`config.mk`:
```
export PLATFORM = sky130hd
export DESIGN_NAME = secure_subsystem_wrap
export DESIGN_NICKNAME = d
export VERILOG_FILES = /design/src/secsub_pkg.sv /design/src/bus_isolate.sv /design/src/bus_upsizer.sv /design/src/secure_subsystem_wrap.sv
export SDC_FILE = /design/constraint.sdc
export NUM_CORES = 1
export LEC_CHECK = 0
export BUFFER_PORTS_ARGS = -buffer_cell sky130_fd_sc_hd__buf_4
export CORE_MARGIN = 2
export CORE_UTILIZATION = 40
export CTS_CLUSTER_DIAMETER = 50
export CTS_CLUSTER_SIZE = 40
export DETAILED_ROUTE_END_ITERATION = 10
export GPL_TIMING_DRIVEN = 1
export PLACE_DENSITY = 0.75
export SETUP_SLACK_MARGIN = 0.4
export SLEW_MARGIN = 10
export SYNTH_ARGS = -nofsm -noshare
export SYNTH_HDL_FRONTEND = slang
export SYNTH_SLANG_ARGS = --single-unit
```
`constraint.sdc`:
```
create_clock -name clk_i -period 3.7 [get_ports clk_i]
set_input_delay 0.74 -clock clk_i [delete_from_list [all_inputs] [get_ports clk_i]]
set_output_delay 0.74 -clock clk_i [all_outputs]
set_load 0.005 [all_outputs]
```
`src/secsub_pkg.sv`:
```
// Secure subsystem outbound bus definitions
// Bus widths, isolate synchronizer depth, pending-write limit and the
// vector types shared by the upsizer, the isolation gate and the top level

package secsub_pkg;

   // Bus geometry
   localparam int unsigned ADDR_W        = 32;
   localparam int unsigned NARROW_DATA_W = 32;
   localparam int unsigned WIDE_DATA_W   = 64;

   // Isolation gate
   localparam int unsigned SYNC_STAGES   = 3;
   localparam int unsigned MAX_PENDING   = 8;

   // Byte strobe widths follow the data widths
   localparam int unsigned NARROW_STRB_W = NARROW_DATA_W / 8;
   localparam int unsigned WIDE_STRB_W   = WIDE_DATA_W / 8;

   // Wide enough for 0 to MAX_PENDING inclusive
   localparam int unsigned PEND_CNT_W    = $clog2(MAX_PENDING + 1);

   typedef logic [ADDR_W-1:0]        addr_t;
   typedef logic [NARROW_DATA_W-1:0] narrow_data_t;
   typedef logic [NARROW_STRB_W-1:0] narrow_strb_t;
   typedef logic [WIDE_DATA_W-1:0]   wide_data_t;
   typedef logic [WIDE_STRB_W-1:0]   wide_strb_t;
   typedef logic [PEND_CNT_W-1:0]    pend_cnt_t;

endpackage

```
`src/bus_isolate.sv`:
```
// Outbound bus isolation gate
// Synchronizes the isolate request, waits for outstanding writes to
// drain, then answers new writes locally with an error response.
// In the running state requests pass straight through.

`timescale 1ns/1ns

module bus_isolate (
   input  logic                   clk_i,
   input  logic                   rst_i,
   input  logic                   isolate_i,
   // Wide request from the upsizer
   input  logic                   up_valid_i,
   input  secsub_pkg::addr_t      up_addr_i,
   input  secsub_pkg::wide_data_t up_data_i,
   input  secsub_pkg::wide_strb_t up_strb_i,
   output logic                   up_ready_o,
   // Outbound request
   output logic                   out_valid_o,
   output secsub_pkg::addr_t      out_addr_o,
   output secsub_pkg::wide_data_t out_data_o,
   output secsub_pkg::wide_strb_t out_strb_o,
   input  logic                   out_ready_i,
   // Write response, downstream and upstream
   input  logic                   rsp_valid_i,
   input  logic                   rsp_err_i,
   output logic                   rsp_valid_o,
   output logic                   rsp_err_o,
   output logic                   isolated_o
);

   typedef enum logic [1:0] {
      RUN,
      DRAIN,
      ISOLATED
   } state_t;

   localparam secsub_pkg::pend_cnt_t PEND_MAX = secsub_pkg::pend_cnt_t'(secsub_pkg::MAX_PENDING);

   state_t                         state_q;
   state_t                         state_d;
   logic [secsub_pkg::SYNC_STAGES-1:0] sync_q;
   logic                           iso_sync;
   secsub_pkg::pend_cnt_t          pend_q;
   logic                           pend_full;
   logic                           fwd_fire;
   logic                           term_fire;
   logic                           err_rsp_q;

   // Isolate request synchronizer, comes up isolated
   always_ff @(posedge clk_i) begin
      if (rst_i) begin
         sync_q <= '1;
      end else begin
         sync_q <= {sync_q[secsub_pkg::SYNC_STAGES-2:0], isolate_i};
      end
   end

   assign iso_sync  = sync_q[secsub_pkg::SYNC_STAGES-1];
   assign pend_full = (pend_q == PEND_MAX);

   // Request path
   assign out_valid_o = (state_q == RUN) && up_valid_i && !pend_full;
   assign out_addr_o  = up_addr_i;
   assign out_data_o  = up_data_i;
   assign out_strb_o  = up_strb_i;

   always_comb begin
      case (state_q)
         RUN:      up_ready_o = out_ready_i && !pend_full;
         ISOLATED: up_ready_o = 1'b1;
         default:  up_ready_o = 1'b0;
      endcase
   end

   assign fwd_fire  = out_valid_o && out_ready_i;
   assign term_fire = (state_q == ISOLATED) && up_valid_i;

   // Outstanding forwarded writes
   always_ff @(posedge clk_i) begin
      if (rst_i) begin
         pend_q <= '0;
      end else if (fwd_fire && !rsp_valid_i) begin
         pend_q <= pend_q + secsub_pkg::pend_cnt_t'(1);
      end else if (!fwd_fire && rsp_valid_i) begin
         pend_q <= pend_q - secsub_pkg::pend_cnt_t'(1);
      end
   end

   always_comb begin
      state_d = state_q;
      case (state_q)
         // Leave only when no write is stalled on the outbound port
         RUN:      if (iso_sync && !(out_valid_o && !out_ready_i)) state_d = DRAIN;
         DRAIN:    if (pend_q == '0) state_d = ISOLATED;
         ISOLATED: if (!iso_sync) state_d = RUN;
         default:  state_d = ISOLATED;
      endcase
   end

   always_ff @(posedge clk_i) begin
      if (rst_i) begin
         state_q   <= ISOLATED;
         err_rsp_q <= 1'b0;
      end else begin
         state_q   <= state_d;
         err_rsp_q <= term_fire;
      end
   end

   // Terminated writes answer one cycle after acceptance
   assign rsp_valid_o = rsp_valid_i || err_rsp_q;
   assign rsp_err_o   = err_rsp_q || rsp_err_i;
   assign isolated_o  = (state_q == ISOLATED);

   pend_limit_a : assert property (
      @(posedge clk_i) disable iff (rst_i)
      pend_q <= PEND_MAX
   ) else $error("pending write count above limit");

   no_fwd_when_blocked_a : assert property (
      @(posedge clk_i) disable iff (rst_i)
      out_valid_o |-> state_q == RUN
   ) else $error("outbound write outside the running state");

endmodule

```
`src/bus_upsizer.sv`:
```
// Narrow-to-wide write upsizer
// One-entry pipeline register that places a 32-bit write into its lane
// of the 64-bit outbound bus, selected by address bit 2

`timescale 1ns/1ns

module bus_upsizer (
   input  logic                     clk_i,
   input  logic                     rst_i,
   // Narrow request from the subsystem
   input  logic                     req_valid_i,
   input  secsub_pkg::addr_t        req_addr_i,
   input  secsub_pkg::narrow_data_t req_data_i,
   input  secsub_pkg::narrow_strb_t req_strb_i,
   output logic                     req_ready_o,
   // Wide request towards the isolation gate
   output logic                     up_valid_o,
   output secsub_pkg::addr_t        up_addr_o,
   output secsub_pkg::wide_data_t   up_data_o,
   output secsub_pkg::wide_strb_t   up_strb_o,
   input  logic                     up_ready_i
);

   logic                   valid_q;
   secsub_pkg::addr_t      addr_q;
   secsub_pkg::wide_data_t data_q;
   secsub_pkg::wide_strb_t strb_q;

   secsub_pkg::wide_data_t data_d;
   secsub_pkg::wide_strb_t strb_d;
   logic                   accept;
   logic                   upper_lane;

   // Free slot, or the held entry leaves this cycle
   assign req_ready_o = !valid_q || up_ready_i;
   assign accept      = req_valid_i && req_ready_o;

   assign upper_lane = req_addr_i[2];

   // Data goes to both halves, strobe only to the addressed one
   assign data_d = {req_data_i, req_data_i};
   assign strb_d = upper_lane ? {req_strb_i, secsub_pkg::narrow_strb_t'(0)}
                              : {secsub_pkg::narrow_strb_t'(0), req_strb_i};

   always_ff @(posedge clk_i) begin
      if (rst_i) begin
         valid_q <= 1'b0;
      end else if (accept) begin
         valid_q <= 1'b1;
      end else if (up_ready_i) begin
         valid_q <= 1'b0;
      end
   end

   // Payload only moves on an accepted write
   always_ff @(posedge clk_i) begin
      if (accept) begin
         addr_q <= req_addr_i;
         data_q <= data_d;
         strb_q <= strb_d;
      end
   end

   assign up_valid_o = valid_q;
   assign up_addr_o  = addr_q;
   assign up_data_o  = data_q;
   assign up_strb_o  = strb_q;

   // Held entry stays put until the gate takes it
   hold_under_stall_a : assert property (
      @(posedge clk_i) disable iff (rst_i)
      up_valid_o && !up_ready_i |=>
         up_valid_o && $stable(up_addr_o) && $stable(up_data_o) && $stable(up_strb_o)
   ) else $error("upsizer output changed under back-pressure");

endmodule

```
`src/secure_subsystem_wrap.sv`:
```
// Secure subsystem outbound write path
// Narrow writes from the subsystem are upsized onto the 64-bit bus in a
// registered stage, then pass through the isolation gate to the outside

`timescale 1ns/1ns

module secure_subsystem_wrap (
   input  logic                     clk_i,
   input  logic                     rst_i,
   // Isolation control
   input  logic                     isolate_i,
   output logic                     isolated_o,
   // Narrow write request
   input  logic                     req_valid_i,
   input  secsub_pkg::addr_t        req_addr_i,
   input  secsub_pkg::narrow_data_t req_data_i,
   input  secsub_pkg::narrow_strb_t req_strb_i,
   output logic                     req_ready_o,
   // Outbound wide write request
   output logic                     out_valid_o,
   output secsub_pkg::addr_t        out_addr_o,
   output secsub_pkg::wide_data_t   out_data_o,
   output secsub_pkg::wide_strb_t   out_strb_o,
   input  logic                     out_ready_i,
   // Write response
   input  logic                     rsp_valid_i,
   input  logic                     rsp_err_i,
   output logic                     rsp_valid_o,
   output logic                     rsp_err_o
);

   // Upsizer to gate
   logic                   up_valid;
   logic                   up_ready;
   secsub_pkg::addr_t      up_addr;
   secsub_pkg::wide_data_t up_data;
   secsub_pkg::wide_strb_t up_strb;

   bus_upsizer upsizer_i (
      .clk_i       ( clk_i       ),
      .rst_i       ( rst_i       ),
      .req_valid_i ( req_valid_i ),
      .req_addr_i  ( req_addr_i  ),
      .req_data_i  ( req_data_i  ),
      .req_strb_i  ( req_strb_i  ),
      .req_ready_o ( req_ready_o ),
      .up_valid_o  ( up_valid    ),
      .up_addr_o   ( up_addr     ),
      .up_data_o   ( up_data     ),
      .up_strb_o   ( up_strb     ),
      .up_ready_i  ( up_ready    )
   );

   bus_isolate isolate_i_inst (
      .clk_i       ( clk_i       ),
      .rst_i       ( rst_i       ),
      .isolate_i   ( isolate_i   ),
      .up_valid_i  ( up_valid    ),
      .up_addr_i   ( up_addr     ),
      .up_data_i   ( up_data     ),
      .up_strb_i   ( up_strb     ),
      .up_ready_o  ( up_ready    ),
      .out_valid_o ( out_valid_o ),
      .out_addr_o  ( out_addr_o  ),
      .out_data_o  ( out_data_o  ),
      .out_strb_o  ( out_strb_o  ),
      .out_ready_i ( out_ready_i ),
      .rsp_valid_i ( rsp_valid_i ),
      .rsp_err_i   ( rsp_err_i   ),
      .rsp_valid_o ( rsp_valid_o ),
      .rsp_err_o   ( rsp_err_o   ),
      .isolated_o  ( isolated_o  )
   );

endmodule

```
==> run_summary.xml, run 1 <==
<?xml version="1.0" encoding="UTF-8"?>
<metrics>
  <group name="outcome">
    <metric name="status" unit="">completed</metric>
  </group>
  <group name="global_route">
    <metric name="track_usage" unit="%">15.94</metric>
    <metric name="grt_pass1_vias" unit="">1925</metric>
    <metric name="global_route_wire_length_before_repair" unit="mm">9.818</metric>
    <metric name="grt-ovfl-total" unit="">0</metric>
    <metric name="antenna_found_initial" unit="">0</metric>
    <metric name="grt_max_degree" unit="">73</metric>
  </group>
  <group name="final_layout">
    <metric name="finish.net_count" unit="">409</metric>
    <metric name="layout-drive-gt1-share" unit="%">61.38</metric>
    <metric name="num_antenna_cells" unit="">0</metric>
    <metric name="flow.area_growth_from_synthesis" unit="%">47.39</metric>
    <metric name="final.fill_count" unit="">569</metric>
    <metric name="finalInstanceArea" unit="sq mm">0.004389</metric>
    <metric name="mostFrequentLayoutCell" unit="">buf_4</metric>
    <metric name="instances_no_fill" unit="">433</metric>
    <metric name="commonest_cells_after_routing_fill_and_taps_aside" unit="">183 x buf_4, 72 x edfxtp_1, 11 x dfxtp_1</metric>
    <metric name="post-route-util" unit="%">60.84</metric>
  </group>
  <group name="placement">
    <metric name="dpl_cell_area" unit="sq mm">0.004230</metric>
    <metric name="pre_cts_ws" unit="ns">1.085</metric>
    <metric name="hpwlAfterDp" unit="mm">4.871</metric>
    <metric name="placed_cells_incl_taps" unit="">418</metric>
    <metric name="globalplace.congestion" unit="">0.6898</metric>
    <metric name="port_buffers" unit="">183</metric>
  </group>
  <group name="worst_setup_path">
    <metric name="crit_path_end_kind" unit="">flip-flop</metric>
    <metric name="reg_to_reg_critical_path_startpoint" unit="">isolate_i_inst.pend_q[1]$_SDFFE_PP0P_</metric>
    <metric name="cp_slowest_stage_delay" unit="ns">0.44</metric>
    <metric name="launching_instance_or_port_of_the_critical_path" unit="">isolate_i_inst.pend_q[1]$_SDFFE_PP0P_</metric>
    <metric name="ff2ff_setup_slack" unit="ns">1.06</metric>
    <metric name="critical_path_arrival" unit="ns">2.88</metric>
    <metric name="path_max_fanout" unit="">4</metric>
    <metric name="endpoint_of_the_worst_slack_reg_to_reg_timing_path" unit="">isolate_i_inst.pend_q[3]$_SDFFE_PP0P_</metric>
    <metric name="crit_type" unit="">reg2reg</metric>
    <metric name="cp-start-kind" unit="">flip-flop</metric>
    <metric name="cp_cell_sequence" unit="">nor3_2 -&gt; a21oi_1 -&gt; nand2_1 -&gt; nor3b_1 -&gt; ha_1 -&gt; inv_1 -&gt; ha_1 -&gt; a21oi_1 -&gt; a211oi_1 -&gt; a31oi_1 -&gt; mux2_2</metric>
    <metric name="crit_required" unit="ns">3.93</metric>
    <metric name="critical-path-slowest-cell" unit="">dfxtp_1</metric>
    <metric name="rr_worst_depth" unit="">11</metric>
    <metric name="critPathCapture" unit="">isolate_i_inst.pend_q[3]$_SDFFE_PP0P_</metric>
  </group>
  <group name="timing">
    <metric name="timing_worst_slew_pin_value" unit="ns">0.9273</metric>
    <metric name="postLayoutSetupSlackWorst" unit="ns">1.058</metric>
    <metric name="fin_crit_sh" unit="%">71.42</metric>
    <metric name="setup-tns-final" unit="ns">0</metric>
    <metric name="fmaxAchievable" unit="GHz">0.3784</metric>
    <metric name="post-route-min-period" unit="ns">2.643</metric>
    <metric name="number_of_slew_limit_violations_in_the_final_report" unit="">0</metric>
    <metric name="clock_skew" unit="ns">0.01187</metric>
    <metric name="relSlewSlack" unit="%">38.18</metric>
    <metric name="setup_viol" unit="">0</metric>
    <metric name="grt_setup_unrepaired" unit="">false</metric>
    <metric name="timing.hold.ws" unit="ns">0.4185</metric>
    <metric name="hold_viol_final" unit="">0</metric>
  </group>
  <group name="power">
    <metric name="p_leak" unit="nW">1.906</metric>
    <metric name="power.ir.vdd_worst" unit="mV">0.2503</metric>
    <metric name="power.density" unit="mW/mm^2">427.7</metric>
    <metric name="power.total" unit="mW">1.877</metric>
  </group>
  <group name="routing">
    <metric name="remaining_drc_errors" unit="">0</metric>
    <metric name="post_drt_wl_per_cell" unit="microns">14.64</metric>
    <metric name="first_iter_violations" unit="">55</metric>
    <metric name="drtPass1Iterations" unit="">4</metric>
    <metric name="viasPerCell" unit="">4.372</metric>
    <metric name="finalWirelength" unit="mm">6.337</metric>
    <metric name="postRouteAntennaNets" unit="">0</metric>
    <metric name="route.vias.total" unit="">1893</metric>
  </group>
  <group name="clock_network">
    <metric name="root_buffer" unit="">clkbuf_8</metric>
    <metric name="holdBufCountCts" unit="">0</metric>
    <metric name="max-clock-path-buffers" unit="">2</metric>
    <metric name="clock_tree_from_tritoncts" unit="">yes</metric>
    <metric name="cts.clk_slew.worst_paths" unit="ns">0.08</metric>
    <metric name="cts_made_buffers" unit="">9</metric>
    <metric name="ctsResizeCount" unit="">0</metric>
    <metric name="post-cts-setup-buffer-count" unit="">0</metric>
    <metric name="cts_num_sinks" unit="">83</metric>
    <metric name="cts-htree-levels" unit="">3</metric>
    <metric name="clkLatencyLatePin" unit="ns">0.34</metric>
  </group>
  <group name="floorplan">
    <metric name="io-pin-count" unit="">184</metric>
    <metric name="fp.dieArea" unit="sq mm">0.008150</metric>
    <metric name="chipHeight" unit="microns">90.28</metric>
    <metric name="die-width" unit="microns">90.28</metric>
    <metric name="std_cell_rows" unit="">31</metric>
    <metric name="core-area" unit="sq mm">0.007214</metric>
    <metric name="floorplan.initialDensity" unit="%">41.28</metric>
  </group>
  <group name="synthesis">
    <metric name="cell_types_with_the_largest_area_share_after_synthesis" unit="">edfxtp_1 73%, buf_4 8.1%, dfxtp_1 7.4%</metric>
    <metric name="share_of_flip_flops_with_an_asynchronous_set_or_reset" unit="%">0</metric>
    <metric name="synthCells" unit="">170</metric>
    <metric name="yosys.area.top_type_share" unit="%">72.61</metric>
    <metric name="syn_avg_cell_area" unit="sq um">17.52</metric>
    <metric name="sequential_to_total_area_share_from_yosys_stat" unit="%">80.00</metric>
    <metric name="netlist_area" unit="sq mm">0.002978</metric>
    <metric name="synthesis.nets" unit="">249</metric>
    <metric name="ys.flop_type" unit="">edfxtp_1</metric>
    <metric name="synth_seq_cells" unit="">83</metric>
    <metric name="yosysTopAreaCell" unit="">edfxtp_1</metric>
    <metric name="yosys_cell_types" unit="">25</metric>
    <metric name="yosysWarningCount" unit="">0</metric>
    <metric name="synth-edff-count" unit="">72</metric>
  </group>
  <group name="flow_run">
    <metric name="max-cap-violations" unit="">0</metric>
  </group>
  <group name="min_path">
    <metric name="worst_hold_class" unit="">reg2reg</metric>
  </group>
</metrics>
-- synth_stat cells, drive strengths merged (3+ instances only) --
master and count:
and2 5, dfxtp 11, ha 3, nor2b 5, nor2 10, or2 5, inv 5, a21oi 4
edfxtp 72, buf 32
-- cell type report --
class / instances / area (sq um) / area share (%)
clock buffer: 10 / 127.6 / 2.908
clock inverter: 5 / 31.28 / 0.7127
inverter: 5 / 18.77 / 0.4276
multi-input combinational: 48 / 331.6 / 7.554
sequential: 83 / 2382 / 54.28
tap: 99 / 123.9 / 2.822
timing repair buffer: 183 / 1374 / 31.30
-- cells by family after synthesis --
| kind of cell | share of synthesized area [%] |
|---|---|
| buffers and inverters | 8.950 |
| AND/OR/NAND/NOR | 5.546 |
| AO/OA/AOI/OAI | 2.269 |
| flip-flops | 80.00 |
| XOR/XNOR | 0.5883 |
| multiplexers | 0.7143 |
| adder cells (fa/ha/maj) | 1.933 |
-- layer usage --
metal	vias up	share of wire [%]	wire, microns	track usage, %
met1	866	34	2182	16.42
met2	124	53	3382	27.76
li1	891	-	-	-
met3	12	10	649	7.513
met5	-	0	0	0
met4	0	1.9	123	6.795
-- sequential cells by signal, indices dropped and copies added (netlist names) --
name,cells
upsizer_i.up_addr_o,32
upsizer_i.up_data_o,32
upsizer_i.up_strb_o,8
isolate_i_inst.pend_q,4
isolate_i_inst.sync_q,3
isolate_i_inst.state_q,2
isolate_i_inst.err_rsp_q,1
upsizer_i.up_valid_o,1
-- how the worst min path moves through the flow --
stage	cells past startpoint	from	endpoint	slack, ns
after floorplan	1	isolate_i_inst.sync_q[0]$_SDFF_PP1_	isolate_i_inst.sync_q[1]$_SDFF_PP1_	0.39
after global placement	1	isolate_i_inst.sync_q[1]$_SDFF_PP1_	isolate_i_inst.sync_q[2]$_SDFF_PP1_	0.40
after detailed placement	1	isolate_i_inst.sync_q[1]$_SDFF_PP1_	isolate_i_inst.sync_q[2]$_SDFF_PP1_	0.41
after CTS	1	isolate_i_inst.sync_q[1]$_SDFF_PP1_	isolate_i_inst.sync_q[2]$_SDFF_PP1_	0.42
after global routing	1	isolate_i_inst.sync_q[1]$_SDFF_PP1_	isolate_i_inst.sync_q[2]$_SDFF_PP1_	0.43
final	1	isolate_i_inst.sync_q[1]$_SDFF_PP1_	isolate_i_inst.sync_q[2]$_SDFF_PP1_	0.42
-- where the power goes --
| group | internal [mW] | switching (mW) | leakage (nW) | total [mW] |
|---|---|---|---|---|
| registers | 1.08 | 0.0267 | 0.798 | 1.11 |
| logic | 0.148 | 0.0873 | 1.04 | 0.235 |
| clock network | 0.236 | 0.298 | 0.0718 | 0.534 |
-- critical path: cells and delay by family, from the launching register on --
kind                     cells  cell delay [ns]
AND/OR/NAND/NOR              3             0.43
adder cells (fa/ha/maj)      2             0.52
AO/OA/AOI/OAI                4             0.70
flip-flops                   1             0.44
multiplexers                 1             0.36
buffers and inverters        1             0.09
Note: power is estimated with default switching activity, not from simulation.
==> run 2: changes to the inputs <==
- ABC_AREA: unset -> 1
- clock period: 3.7 -> 2.6 ns (I/O delays scaled with it)
==> run_summary.xml, run 2 <==
<?xml version="1.0" encoding="UTF-8"?>
<metrics>
  <group name="outcome">
    <metric name="status" unit="">completed</metric>
  </group>
  <group name="timing">
    <metric name="clock_skew" unit="ns">0.007585</metric>
    <metric name="relSlewSlack" unit="%">80.38</metric>
    <metric name="number_of_slew_limit_violations_in_the_final_report" unit="">0</metric>
    <metric name="postLayoutSetupSlackWorst" unit="ns">0.6185</metric>
    <metric name="fin_crit_sh" unit="%">76.21</metric>
    <metric name="post-route-min-period" unit="ns">1.981</metric>
    <metric name="setup-tns-final" unit="ns">0</metric>
    <metric name="grt_setup_unrepaired" unit="">false</metric>
    <metric name="setup_viol" unit="">0</metric>
    <metric name="hold_viol_final" unit="">0</metric>
    <metric name="fmaxAchievable" unit="GHz">0.5047</metric>
    <metric name="timing_worst_slew_pin_value" unit="ns">0.2944</metric>
  </group>
  <group name="flow_run">
    <metric name="max-cap-violations" unit="">0</metric>
  </group>
  <group name="clock_network">
    <metric name="root_buffer" unit="">clkbuf_8</metric>
    <metric name="cts.clk_slew.worst_paths" unit="ns">0.08</metric>
    <metric name="cts_made_buffers" unit="">9</metric>
    <metric name="clkLatencyLatePin" unit="ns">0.34</metric>
    <metric name="ctsResizeCount" unit="">0</metric>
    <metric name="max-clock-path-buffers" unit="">2</metric>
    <metric name="post-cts-setup-buffer-count" unit="">0</metric>
    <metric name="cts_num_sinks" unit="">83</metric>
    <metric name="holdBufCountCts" unit="">0</metric>
    <metric name="clock_tree_from_tritoncts" unit="">yes</metric>
    <metric name="cts-htree-levels" unit="">3</metric>
  </group>
  <group name="worst_setup_path">
    <metric name="critical-path-slowest-cell" unit="">dfxtp_1</metric>
    <metric name="path_max_fanout" unit="">3</metric>
    <metric name="crit_top_cell" unit="">nand2_1</metric>
    <metric name="cp_num_cells" unit="">15</metric>
    <metric name="crit_path_end_kind" unit="">flip-flop</metric>
    <metric name="cp.buffers_inverters" unit="">2</metric>
    <metric name="worst_path_top_cell_family_by_delay" unit="">simple AND/OR/NAND/NOR gates</metric>
    <metric name="reg_to_reg_critical_path_startpoint" unit="">isolate_i_inst.state_q[0]$_SDFFE_PP0P_</metric>
    <metric name="cp_slowest_stage_delay" unit="ns">0.34</metric>
    <metric name="crit_type" unit="">reg2reg</metric>
    <metric name="rr_worst_depth" unit="">15</metric>
    <metric name="cp_cell_sequence" unit="">inv_1 -&gt; nand2_1 -&gt; nor2_1 -&gt; nand2_1 -&gt; nor2_1 -&gt; ha_2 -&gt; inv_1 -&gt; ha_1 -&gt; nand2_1 -&gt; nor2_1 -&gt; nor2_1 -&gt; nand2_1 -&gt; nand2_1 -&gt; nand2_1 -&gt; a21oi_2</metric>
    <metric name="ff2ff_setup_slack" unit="ns">0.62</metric>
    <metric name="cp-start-kind" unit="">flip-flop</metric>
    <metric name="endpoint_of_the_worst_slack_reg_to_reg_timing_path" unit="">isolate_i_inst.pend_q[3]$_SDFFE_PP0P_</metric>
    <metric name="crit_required" unit="ns">2.89</metric>
    <metric name="critical_path_arrival" unit="ns">2.27</metric>
  </group>
  <group name="floorplan">
    <metric name="io-pin-count" unit="">184</metric>
    <metric name="die-width" unit="microns">91.28</metric>
    <metric name="std_cell_rows" unit="">31</metric>
    <metric name="floorplan.initialDensity" unit="%">41.56</metric>
    <metric name="fp.dieArea" unit="sq mm">0.008331</metric>
    <metric name="chipHeight" unit="microns">91.28</metric>
    <metric name="core-area" unit="sq mm">0.007331</metric>
  </group>
  <group name="synthesis">
    <metric name="synth_most_common_cell" unit="">edfxtp_1</metric>
    <metric name="synth-edff-count" unit="">72</metric>
    <metric name="synthesis.nets" unit="">279</metric>
    <metric name="yosysTopAreaCell" unit="">edfxtp_1</metric>
    <metric name="synth.cells.most_frequent" unit="">72 x edfxtp_1, 32 x buf_4, 24 x inv_1</metric>
    <metric name="yosys_cell_types" unit="">19</metric>
    <metric name="synth_seq_cells" unit="">83</metric>
    <metric name="yosys.area.top_type_share" unit="%">70.97</metric>
    <metric name="ys.flop_type" unit="">edfxtp_1</metric>
    <metric name="share_of_flip_flops_with_an_asynchronous_set_or_reset" unit="%">0</metric>
    <metric name="netlist_area" unit="sq mm">0.003047</metric>
    <metric name="sequential_to_total_area_share_from_yosys_stat" unit="%">78.19</metric>
    <metric name="cell_types_with_the_largest_area_share_after_synthesis" unit="">edfxtp_1 71%, buf_4 7.9%, dfxtp_1 7.2%</metric>
    <metric name="yosysWarningCount" unit="">0</metric>
    <metric name="syn_avg_cell_area" unit="sq um">15.23</metric>
    <metric name="synthCells" unit="">200</metric>
  </group>
  <group name="power">
    <metric name="internal-power" unit="mW">2.209</metric>
    <metric name="netSwitchingFraction" unit="%">22.42</metric>
    <metric name="power.ir.vdd_worst" unit="mV">0.2522</metric>
    <metric name="p_comb_share" unit="%">12.9</metric>
    <metric name="power.total" unit="mW">2.847</metric>
    <metric name="switchingPower" unit="mW">0.6383</metric>
    <metric name="power_frac_seq" unit="%">55.7</metric>
    <metric name="clock_power_share" unit="%">31.5</metric>
    <metric name="power.density" unit="mW/mm^2">620.8</metric>
    <metric name="p_leak" unit="nW">2.067</metric>
  </group>
  <group name="final_layout">
    <metric name="mostFrequentLayoutCell" unit="">buf_4</metric>
    <metric name="flow.area_growth_from_synthesis" unit="%">50.51</metric>
    <metric name="layout-drive-gt1-share" unit="%">58.42</metric>
    <metric name="register_area" unit="sq mm">0.002390</metric>
    <metric name="num_antenna_cells" unit="">0</metric>
    <metric name="finish.net_count" unit="">442</metric>
    <metric name="commonest_cells_after_routing_fill_and_taps_aside" unit="">184 x buf_4, 72 x edfxtp_1, 24 x inv_1</metric>
    <metric name="footprint_of_the_multi_input_gates" unit="sq um">387.9</metric>
    <metric name="final.fill_count" unit="">562</metric>
  </group>
  <group name="min_path">
    <metric name="worst_hold_class" unit="">in2reg</metric>
    <metric name="timing.hold.worst_endpoint" unit="">upsizer_i.up_data_o[61]$_DFFE_PP_</metric>
    <metric name="hold_depth" unit="">1</metric>
    <metric name="worstHoldStart" unit="">req_data_i[29]</metric>
  </group>
  <group name="global_route">
    <metric name="grt_pass1_vias" unit="">1957</metric>
    <metric name="grt-ovfl-total" unit="">0</metric>
    <metric name="antenna_found_initial" unit="">0</metric>
    <metric name="global_route_wire_length_before_repair" unit="mm">10.08</metric>
    <metric name="track_usage" unit="%">16.52</metric>
    <metric name="grt_max_degree" unit="">59</metric>
  </group>
  <group name="routing">
    <metric name="viasPerCell" unit="">4.366</metric>
    <metric name="first_iter_violations" unit="">66</metric>
    <metric name="post_drt_wl_per_cell" unit="microns">14.79</metric>
    <metric name="remaining_drc_errors" unit="">0</metric>
    <metric name="route.vias.total" unit="">2039</metric>
    <metric name="postRouteAntennaNets" unit="">0</metric>
    <metric name="drtPass1Iterations" unit="">4</metric>
    <metric name="finalWirelength" unit="mm">6.909</metric>
  </group>
  <group name="placement">
    <metric name="port_buffers" unit="">183</metric>
    <metric name="pre_cts_ws" unit="ns">0.5234</metric>
    <metric name="hpwlAfterDp" unit="mm">5.458</metric>
    <metric name="globalplace.congestion" unit="">0.8099</metric>
  </group>
</metrics>
==> run 2: logic make-up (layout without fill, tap and decap cells) <==
kind of cell	count (synthesis)	after routing	share of synthesized area, %
AOI/OAI and AO/OA	12	12	2.136
xor gates and xnor gates	3	3	0.8626
adders and majority gates	4	4	1.889
buffers and inverters	57	225	10.97
DFF	83	83	78.19
and+or+nand+nor	41	41	5.955
==> run 2: final cells by class <==
class / count / area share [%]
multi-input cells: 60 / 8.458
clock buffers: 10 / 2.783
inverters: 24 / 1.965
well taps: 99 / 2.701
flip-flops and latches: 83 / 52.11
repair buffers: 185 / 30.56
clock inverters: 6 / 1.419
==> run 2: through the flow <==
| stage | cell area [sq um] | hold WS (ns) | util (%) | cells |
|---|---|---|---|---|
| after floorplan | 3097 | 0.3895 | - | 200 |
| after global placement | 4378 | 0.3942 | 59.72 | 451 |
| after detailed placement | 4378 | 0.3963 | 59.72 | 451 |
| after CTS | 4571 | 0.3253 | 62.35 | 467 |
| after global routing | 4586 | 0.3205 | 62.55 | 467 |
| final | 4586 | 0.3414 | 62.55 | 467 |
==> run 2: worst max-delay path by stage <==
stage                                            from                               endpoint
6_report       isolate_i_inst.state_q[0]$_SDFFE_PP0P_  isolate_i_inst.pend_q[3]$_SDFFE_PP0P_
5_1_grt        isolate_i_inst.state_q[0]$_SDFFE_PP0P_  isolate_i_inst.pend_q[3]$_SDFFE_PP0P_
4_1_cts        isolate_i_inst.state_q[0]$_SDFFE_PP0P_  isolate_i_inst.pend_q[3]$_SDFFE_PP0P_
3_5_place_dp   isolate_i_inst.state_q[0]$_SDFFE_PP0P_  isolate_i_inst.pend_q[3]$_SDFFE_PP0P_
3_3_place_gp   isolate_i_inst.state_q[0]$_SDFFE_PP0P_  isolate_i_inst.pend_q[3]$_SDFFE_PP0P_
2_1_floorplan                             out_ready_i       upsizer_i.up_addr_o[0]$_DFFE_PP_
==> run 2: power groups by stage <==
stage | clock (mW) | sequential, mW | combinational [mW]
floorplan | 0 | 1.62 | 0.134
global placement | 0 | 1.61 | 0.360
detailed placement | 0 | 1.62 | 0.368
CTS | 0.922 | 1.59 | 0.369
global route | 0.970 | 1.59 | 0.400
finish | 0.896 | 1.58 | 0.366
==> run 2: metal layers <==
metal / vias up / global-route usage (%) / share of wire [%]
li1: 972 / - / -
met1: 946 / 15.20 / 31
met5: - / 0 / 0
met4: 0 / 9.217 / 3.1
met3: 17 / 5.145 / 7.1
met2: 104 / 31.60 / 58
